--- config.mk ---
export PLATFORM = sky130hd
export DESIGN_NAME = virtio_mmio_top
export DESIGN_NICKNAME = d
export VERILOG_FILES = /design/src/verilog/virtio_mmio_pkg.sv /design/src/verilog/mmio_axi_slave.sv /design/src/verilog/virtio_mmio_top.sv /design/src/verilog/virtio_reg_file.sv /design/src/verilog/virtio_status_ctrl.sv
export VERILOG_INCLUDE_DIRS = /design/src /design/src/verilog
export SDC_FILE = /design/constraint.sdc
export NUM_CORES = 1
export LEC_CHECK = 0
export BUFFER_PORTS_ARGS = -buffer_cell sky130_fd_sc_hd__buf_4
export CAP_MARGIN = 20
export CORE_ASPECT_RATIO = 0.9
export CORE_MARGIN = 5
export CORE_UTILIZATION = 53
export CTS_CLUSTER_DIAMETER = 50
export DETAILED_ROUTE_END_ITERATION = 6
export PLACE_DENSITY_LB_ADDON = 0.08
export SLEW_MARGIN = 20
export SYNTH_ARGS = -nofsm -noshare
export SYNTH_HDL_FRONTEND = slang
export SYNTH_SLANG_ARGS = --single-unit
--- constraint.sdc ---
create_clock -name axi_aclk -period 4.61 [get_ports axi_aclk]
set_input_delay 0 -clock axi_aclk [delete_from_list [all_inputs] [get_ports axi_aclk]]
set_output_delay 0 -clock axi_aclk [all_outputs]
set_load 0.005 [all_outputs]
--- src/verilog/virtio_mmio_cfg.svh ---
`ifndef VIRTIO_MMIO_CFG_SVH
`define VIRTIO_MMIO_CFG_SVH

// bus widths
`define VIRTIO_ADDR_W          12
`define VIRTIO_DATA_W          32
`define VIRTIO_ID_W            1

// block device has a single request queue
`define VIRTIO_QUEUE_CNT       1
`define VIRTIO_QUEUE_NUM_MAX   32'd16

// ----------------------------------------
// register offsets
// ----------------------------------------
`define VIRTIO_REG_MAGIC            12'h000
`define VIRTIO_REG_VERSION          12'h004
`define VIRTIO_REG_DEVICE_ID        12'h008
`define VIRTIO_REG_VENDOR_ID        12'h00c
`define VIRTIO_REG_DEV_FEATURES     12'h010
`define VIRTIO_REG_DEV_FEATURES_SEL 12'h014
`define VIRTIO_REG_DRV_FEATURES     12'h020
`define VIRTIO_REG_DRV_FEATURES_SEL 12'h024
`define VIRTIO_REG_QUEUE_SEL        12'h030
`define VIRTIO_REG_QUEUE_NUM_MAX    12'h034
`define VIRTIO_REG_QUEUE_READY      12'h044
`define VIRTIO_REG_QUEUE_NOTIFY     12'h050
`define VIRTIO_REG_IRQ_STATUS       12'h060
`define VIRTIO_REG_IRQ_ACK          12'h064
`define VIRTIO_REG_STATUS           12'h070
`define VIRTIO_REG_DESC_LO          12'h080
`define VIRTIO_REG_DESC_HI          12'h084
`define VIRTIO_REG_AVAIL_LO         12'h090
`define VIRTIO_REG_AVAIL_HI         12'h094
`define VIRTIO_REG_USED_LO          12'h0a0
`define VIRTIO_REG_USED_HI          12'h0a4
`define VIRTIO_REG_CONFIG_GEN       12'h0fc
`define VIRTIO_REG_CAPACITY_LO      12'h100
`define VIRTIO_REG_CAPACITY_HI      12'h104

// identity, "virt" in little endian
`define VIRTIO_MAGIC           32'h7472_6976
`define VIRTIO_VERSION         32'h0000_0002
`define VIRTIO_DEVICE_ID       32'h0000_0002
`define VIRTIO_VENDOR_ID       32'hff00_1af4

// bit 32 VERSION_1, bit 33 ACCESS_PLATFORM
`define VIRTIO_DEV_FEATURES    64'h0000_0003_0000_0000
// size in 512 byte sectors
`define VIRTIO_CAPACITY        64'd4

`endif

--- src/verilog/virtio_mmio_pkg.sv ---
`include "virtio_mmio_cfg.svh"

package virtio_mmio_pkg;

	// one accepted write, valid for a single cycle
	typedef struct packed {
		logic                      valid;
		logic [`VIRTIO_ADDR_W-1:0] addr;
		logic [`VIRTIO_DATA_W-1:0] data;
	} reg_wr_t;

	// one read lookup, data comes back a cycle later
	typedef struct packed {
		logic                      valid;
		logic [`VIRTIO_ADDR_W-1:0] addr;
	} reg_rd_t;

	// ring addresses handed to the block engine
	typedef struct packed {
		logic                      ready;
		logic [`VIRTIO_DATA_W-1:0] desc_lo;
		logic [`VIRTIO_DATA_W-1:0] avail_lo;
		logic [`VIRTIO_DATA_W-1:0] used_lo;
	} vq_ring_t;

	// device status word, raw zero means reset
	typedef union packed {
		logic [31:0] raw;
		struct packed {
			logic [23:0] upper;
			logic        failed;
			logic        needs_reset;
			logic [1:0]  rsvd;
			logic        features_ok;
			logic        driver_ok;
			logic        driver;
			logic        ack;
		} bits;
	} dev_status_u;

	typedef enum logic [1:0] {st_reset, st_features, st_driver, st_live} setup_state_e;

endpackage

--- src/verilog/mmio_axi_slave.sv ---
`timescale 1ns/1ps
`include "virtio_mmio_cfg.svh"

module mmio_axi_slave (
	input  logic                        axi_aclk,
	input  logic                        axi_aresetn,
	input  logic [`VIRTIO_ID_W-1:0]     awid,
	input  logic [`VIRTIO_ADDR_W-1:0]   awaddr,
	input  logic                        awvalid,
	output logic                        awready,
	input  logic [`VIRTIO_DATA_W-1:0]   wdata,
	input  logic [`VIRTIO_DATA_W/8-1:0] wstrb,
	input  logic                        wvalid,
	output logic                        wready,
	output logic [`VIRTIO_ID_W-1:0]     bid,
	output logic [1:0]                  bresp,
	output logic                        bvalid,
	input  logic                        bready,
	input  logic [`VIRTIO_ID_W-1:0]     arid,
	input  logic [`VIRTIO_ADDR_W-1:0]   araddr,
	input  logic                        arvalid,
	output logic                        arready,
	output logic [`VIRTIO_ID_W-1:0]     rid,
	output logic [`VIRTIO_DATA_W-1:0]   rdata,
	output logic [1:0]                  rresp,
	output logic                        rlast,
	output logic                        rvalid,
	input  logic                        rready,
	output virtio_mmio_pkg::reg_wr_t    wr,
	output virtio_mmio_pkg::reg_rd_t    rd,
	input  logic [`VIRTIO_DATA_W-1:0]   rd_data
);

	localparam logic [1:0] RESP_OKAY = 2'b00;

	logic wr_go;
	logic rd_go;

	// ----------------------------------------
	// write channel
	// ----------------------------------------
	// address and data are taken together, one beat only
	assign wr_go = awvalid && wvalid && !awready && !bvalid;

	always_ff @(posedge axi_aclk)
	begin
		if (!axi_aresetn)
		begin
			awready <= 1'b0;
			wready  <= 1'b0;
		end
		else
		begin
			awready <= wr_go;
			wready  <= wr_go;
		end
	end

	// response held until the master takes it
	always_ff @(posedge axi_aclk)
	begin
		if (!axi_aresetn)
			bvalid <= 1'b0;
		else if (awready)
			bvalid <= 1'b1;
		else if (bready)
			bvalid <= 1'b0;
	end

	always_ff @(posedge axi_aclk)
	begin
		if (awready)
			bid <= awid;
	end

	// awvalid and wvalid are still held during the ready cycle
	assign wr = '{valid: awready && wready, addr: awaddr, data: wdata};
	assign bresp = RESP_OKAY;

	// ----------------------------------------
	// read channel
	// ----------------------------------------
	// a write in the same cycle goes first
	assign rd_go = arvalid && !wr_go && !awready && !arready && !rvalid;

	always_ff @(posedge axi_aclk)
	begin
		if (!axi_aresetn)
			arready <= 1'b0;
		else
			arready <= rd_go;
	end

	always_ff @(posedge axi_aclk)
	begin
		if (!axi_aresetn)
			rvalid <= 1'b0;
		else if (arready)
			rvalid <= 1'b1;
		else if (rready)
			rvalid <= 1'b0;
	end

	always_ff @(posedge axi_aclk)
	begin
		if (arready)
			rid <= arid;
	end

	assign rd = '{valid: arready, addr: araddr};

	// register file only updates rd_data on a lookup, so it stays put while rvalid waits
	assign rdata = rd_data;
	assign rresp = RESP_OKAY;
	assign rlast = 1'b1;

endmodule

--- src/verilog/virtio_mmio_top.sv ---
`timescale 1ns/1ps
`include "virtio_mmio_cfg.svh"

module virtio_mmio_top (
	input  logic                        axi_aclk,
	input  logic                        axi_aresetn,
	input  logic [`VIRTIO_ID_W-1:0]     awid,
	input  logic [`VIRTIO_ADDR_W-1:0]   awaddr,
	input  logic                        awvalid,
	output logic                        awready,
	input  logic [`VIRTIO_DATA_W-1:0]   wdata,
	input  logic [`VIRTIO_DATA_W/8-1:0] wstrb,
	input  logic                        wvalid,
	output logic                        wready,
	output logic [`VIRTIO_ID_W-1:0]     bid,
	output logic [1:0]                  bresp,
	output logic                        bvalid,
	input  logic                        bready,
	input  logic [`VIRTIO_ID_W-1:0]     arid,
	input  logic [`VIRTIO_ADDR_W-1:0]   araddr,
	input  logic                        arvalid,
	output logic                        arready,
	output logic [`VIRTIO_ID_W-1:0]     rid,
	output logic [`VIRTIO_DATA_W-1:0]   rdata,
	output logic [1:0]                  rresp,
	output logic                        rlast,
	output logic                        rvalid,
	input  logic                        rready,
	output virtio_mmio_pkg::vq_ring_t   vq0,
	output logic                        dev_req
);

	import virtio_mmio_pkg::*;

	// register side of the bus
	reg_wr_t                   wr;
	reg_rd_t                   rd;
	logic [`VIRTIO_DATA_W-1:0] rd_data;

	// setup handshake
	setup_state_e              state;
	dev_status_u               status;

	mmio_axi_slave i_axi (.*);

	virtio_status_ctrl i_status (.*);

	virtio_reg_file i_regs (.*);

endmodule

--- src/verilog/virtio_reg_file.sv ---
`timescale 1ns/1ps
`include "virtio_mmio_cfg.svh"

module virtio_reg_file (
	input  logic                          axi_aclk,
	input  logic                          axi_aresetn,
	input  virtio_mmio_pkg::reg_wr_t      wr,
	input  virtio_mmio_pkg::reg_rd_t      rd,
	input  virtio_mmio_pkg::setup_state_e state,
	input  virtio_mmio_pkg::dev_status_u  status,
	output logic [`VIRTIO_DATA_W-1:0]     rd_data,
	output virtio_mmio_pkg::vq_ring_t     vq0,
	output logic                          dev_req
);

	import virtio_mmio_pkg::*;

	localparam int          QCNT         = `VIRTIO_QUEUE_CNT;
	localparam logic [63:0] DEV_FEATURES = `VIRTIO_DEV_FEATURES;
	localparam logic [63:0] CAPACITY     = `VIRTIO_CAPACITY;

	logic [`VIRTIO_DATA_W-1:0] dev_features_sel;
	logic [`VIRTIO_DATA_W-1:0] drv_features_sel;
	logic [63:0]               drv_features;
	logic [`VIRTIO_DATA_W-1:0] queue_sel;
	logic [`VIRTIO_DATA_W-1:0] irq_status;
	logic                      irq_q;

	// per queue table, high words are kept for readback only
	vq_ring_t                  q_ring [QCNT];
	logic [`VIRTIO_DATA_W-1:0] desc_hi [QCNT];
	logic [`VIRTIO_DATA_W-1:0] avail_hi [QCNT];
	logic [`VIRTIO_DATA_W-1:0] used_hi [QCNT];

	vq_ring_t                  sel_ring;
	logic [`VIRTIO_DATA_W-1:0] sel_desc_hi;
	logic [`VIRTIO_DATA_W-1:0] sel_avail_hi;
	logic [`VIRTIO_DATA_W-1:0] sel_used_hi;
	logic [`VIRTIO_DATA_W-1:0] rd_word;

	// ----------------------------------------
	// feature, selector and interrupt registers
	// ----------------------------------------
	always_ff @(posedge axi_aclk)
	begin
		if (!axi_aresetn)
		begin
			dev_features_sel <= '0;
			drv_features_sel <= '0;
			drv_features     <= '0;
			queue_sel        <= '0;
			irq_status       <= '0;
		end
		else if (wr.valid)
		begin
			case (wr.addr)
				`VIRTIO_REG_DEV_FEATURES_SEL: dev_features_sel <= wr.data;
				`VIRTIO_REG_DRV_FEATURES_SEL: drv_features_sel <= wr.data;
				`VIRTIO_REG_QUEUE_SEL:        queue_sel <= wr.data;
				`VIRTIO_REG_DRV_FEATURES:
				begin
					// driver may only negotiate before features_ok
					if (state == st_features)
					begin
						if (drv_features_sel == '0)
							drv_features[31:0] <= wr.data;
						else
							drv_features[63:32] <= wr.data;
					end
				end
				// notify value is the queue index, only one queue here
				`VIRTIO_REG_QUEUE_NOTIFY:     irq_status[0] <= 1'b1;
				`VIRTIO_REG_IRQ_ACK:          irq_status <= irq_status & ~wr.data;
				default:                      ;
			endcase
		end
	end

	// ----------------------------------------
	// queue table
	// ----------------------------------------
	always_ff @(posedge axi_aclk)
	begin
		if (!axi_aresetn)
		begin
			for (int i = 0; i < QCNT; i++)
			begin
				q_ring[i]   <= '0;
				desc_hi[i]  <= '0;
				avail_hi[i] <= '0;
				used_hi[i]  <= '0;
			end
		end
		else if (wr.valid)
		begin
			for (int i = 0; i < QCNT; i++)
			begin
				if (queue_sel == i)
				begin
					case (wr.addr)
						`VIRTIO_REG_QUEUE_READY: q_ring[i].ready <= wr.data[0];
						`VIRTIO_REG_DESC_LO:     q_ring[i].desc_lo <= wr.data;
						`VIRTIO_REG_DESC_HI:     desc_hi[i] <= wr.data;
						`VIRTIO_REG_AVAIL_LO:    q_ring[i].avail_lo <= wr.data;
						`VIRTIO_REG_AVAIL_HI:    avail_hi[i] <= wr.data;
						`VIRTIO_REG_USED_LO:     q_ring[i].used_lo <= wr.data;
						`VIRTIO_REG_USED_HI:     used_hi[i] <= wr.data;
						default:                 ;
					endcase
				end
			end
		end
	end

	// out of range selector reads as an empty queue
	always_comb
	begin
		sel_ring     = '0;
		sel_desc_hi  = '0;
		sel_avail_hi = '0;
		sel_used_hi  = '0;
		for (int i = 0; i < QCNT; i++)
		begin
			if (queue_sel == i)
			begin
				sel_ring     = q_ring[i];
				sel_desc_hi  = desc_hi[i];
				sel_avail_hi = avail_hi[i];
				sel_used_hi  = used_hi[i];
			end
		end
	end

	assign vq0 = q_ring[0];

	// ----------------------------------------
	// read decode
	// ----------------------------------------
	always_comb
	begin
		case (rd.addr)
			`VIRTIO_REG_MAGIC:         rd_word = `VIRTIO_MAGIC;
			`VIRTIO_REG_VERSION:       rd_word = `VIRTIO_VERSION;
			`VIRTIO_REG_DEVICE_ID:     rd_word = `VIRTIO_DEVICE_ID;
			`VIRTIO_REG_VENDOR_ID:     rd_word = `VIRTIO_VENDOR_ID;
			`VIRTIO_REG_DEV_FEATURES:
				rd_word = (dev_features_sel == '0) ? DEV_FEATURES[31:0] : DEV_FEATURES[63:32];
			`VIRTIO_REG_DRV_FEATURES:
				rd_word = (drv_features_sel == '0) ? drv_features[31:0] : drv_features[63:32];
			`VIRTIO_REG_QUEUE_NUM_MAX: rd_word = `VIRTIO_QUEUE_NUM_MAX;
			`VIRTIO_REG_QUEUE_READY:   rd_word = {31'b0, sel_ring.ready};
			`VIRTIO_REG_IRQ_STATUS:    rd_word = irq_status;
			`VIRTIO_REG_STATUS:        rd_word = status.raw;
			`VIRTIO_REG_DESC_LO:       rd_word = sel_ring.desc_lo;
			`VIRTIO_REG_DESC_HI:       rd_word = sel_desc_hi;
			`VIRTIO_REG_AVAIL_LO:      rd_word = sel_ring.avail_lo;
			`VIRTIO_REG_AVAIL_HI:      rd_word = sel_avail_hi;
			`VIRTIO_REG_USED_LO:       rd_word = sel_ring.used_lo;
			`VIRTIO_REG_USED_HI:       rd_word = sel_used_hi;
			// config space never changes
			`VIRTIO_REG_CONFIG_GEN:    rd_word = '0;
			`VIRTIO_REG_CAPACITY_LO:   rd_word = CAPACITY[31:0];
			`VIRTIO_REG_CAPACITY_HI:   rd_word = CAPACITY[63:32];
			default:                   rd_word = '0;
		endcase
	end

	always_ff @(posedge axi_aclk)
	begin
		if (rd.valid)
			rd_data <= rd_word;
	end

	// request pulse on rising edge of irq bit 0
	always_ff @(posedge axi_aclk)
	begin
		if (!axi_aresetn)
		begin
			irq_q   <= 1'b0;
			dev_req <= 1'b0;
		end
		else
		begin
			irq_q   <= irq_status[0];
			dev_req <= irq_status[0] && !irq_q;
		end
	end

endmodule

--- src/verilog/virtio_status_ctrl.sv ---
`timescale 1ns/1ps
`include "virtio_mmio_cfg.svh"

module virtio_status_ctrl (
	input  logic                         axi_aclk,
	input  logic                         axi_aresetn,
	input  virtio_mmio_pkg::reg_wr_t     wr,
	output virtio_mmio_pkg::setup_state_e state,
	output virtio_mmio_pkg::dev_status_u  status
);

	import virtio_mmio_pkg::*;

	logic        sts_wr_q;
	dev_status_u sts_data_q;

	// latch the driver's status write
	always_ff @(posedge axi_aclk)
	begin
		if (!axi_aresetn)
			sts_wr_q <= 1'b0;
		else
			sts_wr_q <= wr.valid && (wr.addr == `VIRTIO_REG_STATUS);
	end

	always_ff @(posedge axi_aclk)
	begin
		if (wr.valid && (wr.addr == `VIRTIO_REG_STATUS))
			sts_data_q.raw <= wr.data;
	end

	// ----------------------------------------
	// status register
	// ----------------------------------------
	always_ff @(posedge axi_aclk)
	begin
		if (!axi_aresetn)
			status.raw <= '0;
		else if (sts_wr_q)
		begin
			// zero restarts the handshake, device acknowledges at once
			if (sts_data_q.raw == '0)
				status.raw <= 32'h0000_0001;
			else
			begin
				// only the bit this step expects is taken
				case (state)
					st_reset:    if (sts_data_q.bits.driver) status.bits.driver <= 1'b1;
					st_features: if (sts_data_q.bits.features_ok) status.bits.features_ok <= 1'b1;
					st_driver:   if (sts_data_q.bits.driver_ok) status.bits.driver_ok <= 1'b1;
					default:     ;
				endcase
			end
		end
	end

	// ----------------------------------------
	// setup sequence
	// ----------------------------------------
	always_ff @(posedge axi_aclk)
	begin
		if (!axi_aresetn)
			state <= st_reset;
		else if (sts_wr_q && (sts_data_q.raw == '0))
			state <= st_reset;
		else
		begin
			case (state)
				st_reset:    if (status.bits.driver) state <= st_features;
				st_features: if (status.bits.features_ok) state <= st_driver;
				st_driver:   if (status.bits.driver_ok) state <= st_live;
				default:     state <= st_live;
			endcase
		end
	end

endmodule
==> impl_metrics.py, run 1 <==
metrics = {
    "sta": {
        "skew_ns": 0.01322,
        "report.final.hold_viol_count": 0,
        "grt_setup_unrepaired": "false",
        "timing.max_slew.rel_slack_pct": 26.27,
        "setup_total_negative_slack_ns": 0,
        "worstMarginPinSlew_ns": 1.104,
        "setup-violations-final": 0,
        "slew_viols_final": 0,
        "fmaxAchievable_ghz": 0.2999,
        "finalWorstPathRequiredPeriod_ns": 3.334,
        "fin_crit_sh_pct": 72.33,
    },
    "cells_and_area": {
        "biggestRegsByFlops": "i_regs.q_ring (97), i_regs.drv_features (64)",
        "largest_reg_flops": 97,
        "drive_above_1_share_pct": 17.87,
        "nNetsFinal": 2054,
        "area_delta_synth_final_pct": 20.57,
        "final_core_utilization_pct": 64.33,
        "antennaDiodeCount": 0,
        "largest-register": "i_regs.q_ring",
        "finish.cell_count_without_fillers": 2509,
    },
    "critical_path": {
        "startpoint": "i_axi.awready",
        "crit_path_start_kind": "flop",
        "path_class": "flop to flop",
        "cp-end-kind": "flop",
        "cp.arrival_ns": 3.53,
        "worstReg2RegStart": "i_axi.awready",
        "crit_required_ns": 4.81,
        "crit_fanout": 30,
    },
    "outcome": {
        "result_of_the_run": "finished clean",
    },
    "die": {
        "dieHeight_um": 193.2,
        "placementRows": 67,
        "ios": 211,
        "start_util_pct": 53.36,
        "placeable_core_region_um2": 37050,
        "dieWidth_um": 213.6,
        "die_area_um2": 41270,
    },
    "drt": {
        "detail_route.iter0.violations": 1480,
        "detail_route.wirelength_mm": 61.48,
        "detailedRoute.firstPassIterationCount": 6,
        "remaining_drc_errors": 0,
        "post_detailed_route_wirelength_per_cell_um": 24.50,
        "via_per_inst": 6.023,
        "drt.antenna.violating_nets": 0,
        "dr_total_vias": 15112,
    },
    "flow_run": {
        "timing.max_cap.violations": 0,
    },
    "synth": {
        "synthesis.yosys.warnings": 0,
        "synthArstFlopShare_pct": 0,
        "synth_area_leader_cell": "sky130_fd_sc_hd__edfxtp_1",
        "synth_ff_type": "sky130_fd_sc_hd__edfxtp_1",
        "post_synth_instance_area_um2": 19770,
        "post_synth_main_area_contributors": "sky130_fd_sc_hd__edfxtp_1 39%, sky130_fd_sc_hd__dfxtp_1 21%, sky130_fd_sc_hd__mux2i_1 6.9%",
        "post-synth-top-area-fraction_pct": 39.34,
        "synth_cells": 1800,
        "synth-seq-area-share_pct": 60.10,
        "ys_ff_latch": 464,
        "count_of_flip_flops_with_a_built_in_enable_after_synthesis": 259,
        "syn_avg_cell_area_um2": 10.98,
        "netlist_cell_types": 70,
    },
    "placement": {
        "post-dp-hpwl_mm": 39.15,
        "dp_cells": 2356,
        "buffer_ports.inserted": 201,
        "globalplace.congestion": 0.9081,
    },
    "global_routing": {
        "grt_start_max_net_pins": 119,
        "global_route.overflow_total": 0,
        "antenna_found_initial": 2,
        "via_count_of_the_first_global_routing_pass": 14369,
        "grt_pass1_wl_mm": 90.09,
        "global_route.usage.total_pct": 28.71,
    },
    "cts": {
        "max-clock-path-buffers": 3,
        "clock_sinks": 464,
        "cts_made_buffers": 50,
        "clk_root_buffer_cell": "sky130_fd_sc_hd__clkbuf_16",
        "cts.repair.resized": 0,
        "tritoncts": "built",
        "path_clk_slew_ns": 0.06,
        "htreeDepth": 2,
        "buffers_inserted_by_post_cts_timing_repair": 0,
        "clkLatencyLatePin_ns": 0.56,
    },
    "hold_path": {
        "holdCritStartpoint": "awaddr[2]",
        "hold_path_class": "input pin to flop",
    },
    "power_and_ir_drop": {
        "power_density_nw_per_um2": 374.8,
        "leakage_power_summed_over_all_cells_nw": 8.894,
        "vdd.ir_drop.worst_v": 0.0003290,
    },
}
==> cells by family (layout without fill, tap and decap cells) <==
logic type / after synthesis / after routing / share of synthesized area (%)
AOI/OAI and AO/OA: 365 / 365 / 10.86
muxes: 159 / 159 / 8.303
buffers and inverters: 176 / 399 / 3.829
and+or+nand+nor: 633 / 633 / 16.83
xor gates and xnor gates: 1 / 1 / 0.04431
DFF: 464 / 464 / 60.10
other: 2 / 5 / 0.03799
==> report_power, final <==
group	switching [mW]	total [mW]	internal [mW]
Sequential	0.0461	4.48	4.43
Clock	1.61	3.96	2.35
Combinational	0.316	0.496	0.180
==> cells in the final DEF (no fill, tap or decap), types with 9 or more instances in the layout <==
cell	count
sky130_fd_sc_hd__and3_1	11
sky130_fd_sc_hd__o22ai_1	11
sky130_fd_sc_hd__clkbuf_8	9
sky130_fd_sc_hd__o211ai_1	13
sky130_fd_sc_hd__nor2_1	98
sky130_fd_sc_hd__mux2i_1	137
sky130_fd_sc_hd__dlygate4sd3_1	60
sky130_fd_sc_hd__a221oi_1	9
sky130_fd_sc_hd__nand2_1	145
sky130_fd_sc_hd__and2_1	188
sky130_fd_sc_hd__buf_4	237
sky130_fd_sc_hd__clkbuf_1	17
sky130_fd_sc_hd__clkbuf_16	51
sky130_fd_sc_hd__dfxtp_1	204
sky130_fd_sc_hd__o221ai_1	18
sky130_fd_sc_hd__edfxtp_1	259
sky130_fd_sc_hd__nor4_1	36
sky130_fd_sc_hd__nor3_1	13
sky130_fd_sc_hd__o21ai_1	59
sky130_fd_sc_hd__nand3_1	78
sky130_fd_sc_hd__o21ai_0	41
sky130_fd_sc_hd__a21oi_1	157
sky130_fd_sc_hd__mux2_2	20
==> critical path: stages, from the launching register on <==
cell                      delay (ns)
sky130_fd_sc_hd__dfxtp_1        0.42
sky130_fd_sc_hd__or4b_4         0.50
sky130_fd_sc_hd__or3_1          0.56
sky130_fd_sc_hd__or2_1          0.50
sky130_fd_sc_hd__o31ai_4        0.41
sky130_fd_sc_hd__buf_4          0.53
==> final timing paths <==
check | cells past startpoint | slack [ns] | to
max | 5 | 1.28 | i_regs.q_ring[0][90]
min | 3 | 0.05 | i_status.sts_wr_q
max reg2reg | 5 | 1.28 | i_regs.q_ring[0][90]
min reg2reg | 1 | 0.38 | i_regs.dev_req
==> layout make-up <==
class                           instances  area [µm²]
Fill cell                            2968       13220
Sequential cell                       464       11880
Multi-Input combinational cell       1163        7295
Timing Repair Buffer                  298        2391
Clock buffer                           77        1464
Tap cell                              483       604.3
Clock inverter                         16       167.7
Inverter                                8       32.53
==> synth_stat cells (all sizes together), types with 13 or more instances <==
cell type and n:
a21oi 157, and2 190, buf 46, clkbuf 122
dfxtp 205, edfxtp 259, mux2 20, mux2i 137
nand2 145, nand3 79, nor2 100, nor3 14
nor4 40, o211ai 13, o21ai 105, o221ai 18
==> per-stage QoR <==
| stage | hold WS, ns | setup slack (ns) | cell area [µm²] | total power, mW |
|---|---|---|---|---|
| floorplan | 0.09887 | 0.1146 | 19790 | 4.752 |
| finish | 0.05093 | 1.276 | 23840 | 8.933 |
| CTS | 0.0003899 | 1.312 | 23830 | 8.971 |
| detailed placement | 0.1795 | 1.327 | 21600 | 5.023 |
| global placement | 0.1780 | 1.350 | 21600 | 5.016 |
| global route | 0.03850 | 1.166 | 23840 | 9.186 |
==> repair_timing <==
item | CTS | global route
setup endpoints to repair | 0 | 0
hold buffers | 60 | 0
hold endpoints to repair | 420 | 0
==> layer usage <==
layer  track usage (%)  vias up  part of all wire, %  routed length, µm
met5                 0        -                0.023                 14
met4             11.26        2                  4.2               2560
met3             6.673      127                  9.5               5817
met2             44.10      708                   46              28230
met1             39.75     7408                   40              24850
li1                  -     6867                    -                  -
Power figures use the tool's default switching activity.
==> run 2: changes to the inputs <==
ABC_AREA = 1   (was not set)
CORE_UTILIZATION = 55   (was 53)
clock period = 3.2 ns   (was 4.61 ns; I/O delays follow)
==> run 2 against run 1 <==
  * Power rose by 43%
  * Clock power grew 44%
  * Count of clock-buffer cells in the layout down 10
  * Register-to-register slack worse by 0.62 ns
  * Critical endpoint is now i_status.sts_wr_q
  * Sequential share of layout area down 0.47 points
  * Final cell count rose by 24%
  * Die area decreased by 1.6%
==> impl_metrics.py, run 2 <==
metrics = {
    "power_and_ir_drop": {
        "power_density_nw_per_um2": 529.5,
        "design_power_total_mw": 12.74,
        "vdd.ir_drop.worst_v": 0.0004299,
        "leakage_power_summed_over_all_cells_nw": 10.55,
    },
    "cts": {
        "clkLatencyLatePin_ns": 0.57,
        "tritoncts": "built",
        "htreeDepth": 2,
        "cts_made_buffers": 49,
        "postCtsHoldBufs": 45,
        "clk_root_buffer_cell": "sky130_fd_sc_hd__clkbuf_16",
        "cts.repair.resized": 0,
        "clock_sinks": 464,
        "max-clock-path-buffers": 3,
        "path_clk_slew_ns": 0.06,
        "buffers_inserted_by_post_cts_timing_repair": 0,
    },
    "cells_and_area": {
        "mostFrequentLayoutCells": "586 x sky130_fd_sc_hd__nor2_1, 437 x sky130_fd_sc_hd__nand2_1, 281 x sky130_fd_sc_hd__nand3_1",
        "final_core_utilization_pct": 66.54,
        "mostFrequentLayoutCell": "sky130_fd_sc_hd__nor2_1",
        "largest-register": "i_regs.q_ring",
        "biggestRegsByFlops": "i_regs.q_ring (97), i_regs.drv_features (64)",
        "area_delta_synth_final_pct": 19.27,
        "nNetsFinal": 2660,
        "drive_above_1_share_pct": 13.45,
        "largest_reg_flops": 97,
        "antennaDiodeCount": 0,
        "n_fill_cell": 3017,
    },
    "placement": {
        "globalplace.congestion": 0.9009,
        "post-dp-hpwl_mm": 41.35,
        "buffer_ports.inserted": 201,
    },
    "die": {
        "dieHeight_um": 191.7,
        "placeable_core_region_um2": 36170,
        "placementRows": 66,
        "dieWidth_um": 211.9,
        "ios": 211,
        "start_util_pct": 55.78,
        "die_area_um2": 40620,
    },
    "synth": {
        "synthArstFlopShare_pct": 0,
        "synth_cells": 2388,
        "syn_avg_cell_area_um2": 8.449,
        "synth_area_leader_cell": "sky130_fd_sc_hd__edfxtp_1",
        "post_synth_main_area_contributors": "sky130_fd_sc_hd__edfxtp_1 39%, sky130_fd_sc_hd__dfxtp_1 20%, sky130_fd_sc_hd__nor2_1 11%",
        "ys_ff_latch": 464,
        "synth-seq-area-share_pct": 58.89,
        "post_synth_instance_area_um2": 20180,
        "synth_ff_type": "sky130_fd_sc_hd__edfxtp_1",
        "count_of_flip_flops_with_a_built_in_enable_after_synthesis": 259,
        "post-synth-top-area-fraction_pct": 38.55,
        "synthesis.yosys.warnings": 0,
        "synth_commonest_cells": "592 x sky130_fd_sc_hd__nor2_1, 439 x sky130_fd_sc_hd__nand2_1, 281 x sky130_fd_sc_hd__nand3_1, 259 x sky130_fd_sc_hd__edfxtp_1, 212 x sky130_fd_sc_hd__inv_1",
        "post-synth-top-count-cell": "sky130_fd_sc_hd__nor2_1",
        "netlist_cell_types": 33,
    },
    "critical_path": {
        "crit_fanout": 9,
        "critical-path-max-stage-delay_ns": 0.61,
        "crit_required_ns": 3.71,
        "critical-path-top-cell-by-count": "sky130_fd_sc_hd__dlygate4sd3_1",
        "cp-end-kind": "flop",
        "crit_path_start_kind": "flop",
        "path_class": "flop to flop",
        "cp.arrival_ns": 3.05,
        "crit_slowest_cell": "sky130_fd_sc_hd__dlygate4sd3_1",
        "cp_cell_sequence": "nand2_1, nor3_4, nand3_1, dlygate4sd3_1, nor3_1, dlygate4sd3_1",
    },
    "drt": {
        "detail_route.iter0.violations": 2040,
        "post_detailed_route_wirelength_per_cell_um": 21.14,
        "dr_total_vias": 17514,
        "via_per_inst": 5.635,
        "detailedRoute.firstPassIterationCount": 5,
        "drt.antenna.violating_nets": 0,
        "detail_route.wirelength_mm": 65.70,
        "remaining_drc_errors": 0,
    },
    "sta": {
        "finalWorstPathRequiredPeriod_ns": 2.543,
        "setup_total_negative_slack_ns": 0,
        "fin_worst_hold_slack_ns": 0.02328,
        "fin_crit_sh_pct": 79.48,
        "timing.max_slew.rel_slack_pct": 29.09,
        "fmaxAchievable_ghz": 0.3932,
        "grt_setup_unrepaired": "false",
        "setup-violations-final": 0,
        "skew_ns": 0.01704,
        "worstMarginPinSlew_ns": 1.064,
        "slew_viols_final": 0,
        "report.final.hold_viol_count": 0,
    },
    "global_routing": {
        "via_count_of_the_first_global_routing_pass": 16513,
        "gr-usage-met2_pct": 50.52,
        "grt_start_max_net_pins": 96,
        "grt_use_met1_pct": 44.96,
        "global_route.overflow_total": 0,
        "antenna_found_initial": 2,
        "global_route.usage.met3_pct": 6.320,
        "global_route.usage.total_pct": 31.99,
        "grt_pass1_wl_mm": 98.68,
        "grt_busiest_layer": "met2",
    },
    "hold_path": {
        "hold_path_class": "input pin to flop",
    },
    "outcome": {
        "result_of_the_run": "finished clean",
    },
    "flow_run": {
        "timing.max_cap.violations": 0,
    },
}
-- run 2: metrics by stage --
stage | std cells | instance area (µm²) | worst slack (ns)
global route | 3108 | 24070 | 0.4796
global placement | 2970 | 21970 | 0.8433
detailed placement | 2971 | 21990 | 0.7853
CTS | 3108 | 24070 | 0.7510
finish | 3108 | 24070 | 0.6566
floorplan | 2391 | 20190 | 0.4619
-- run 2: metal layers --
metal	vias up	routed length [µm]	share of wire [%]
li1	8146	-	-
met1	8198	26080	40
met2	1023	29690	45
met3	145	7751	12
met4	2	2174	3.3
met5	-	13	0.020
-- run 2: worst paths after layout --
kind | start | endpoint | slack [ns] | cells past startpoint
worst max-delay path | i_axi.awready | i_status.sts_wr_q | 0.66 | 6
worst min-delay path | awaddr[2] | i_regs.irq_status[0] | 0.02 | 9
worst max register to register | i_axi.awready | i_status.sts_wr_q | 0.66 | 6
worst min register to register | i_regs.irq_q | i_regs.dev_req | 0.39 | 1
-- run 2: where the power goes --
part	internal (mW)	switching (mW)
Combinational	0.195	0.391
Clock	3.37	2.35
Sequential	6.37	0.0626
-- run 2: critical path: cells and delay by family (launching register included) --
kind                   cells  cell delay, ns
DFF                        1            0.51
buffers and inverters      2            1.19
and+or+nand+nor            4            0.79
-- run 2: logic make-up (layout without fill, tap and decap cells) --
| group | after synthesis | count (layout) | synth area share, % |
|---|---|---|---|
| simple gates | 1355 | 1355 | 27.58 |
| flops | 464 | 464 | 58.89 |
| buf+inv | 357 | 598 | 7.460 |
| compound gates | 210 | 210 | 6.034 |
| other cells | 2 | 5 | 0.03722 |
-- run 2: area by class of cell --
class | instances | area, µm² | share of cell area (%)
inverter | 218 | 818.3 | 3.400
clock buffer | 67 | 1386 | 5.761
multi-input combinational | 1570 | 6853 | 28.48
sequential | 464 | 11880 | 49.38
clock inverter | 25 | 242.7 | 1.009
timing repair buffer | 288 | 2287 | 9.504
tap | 476 | 595.6 | 2.475
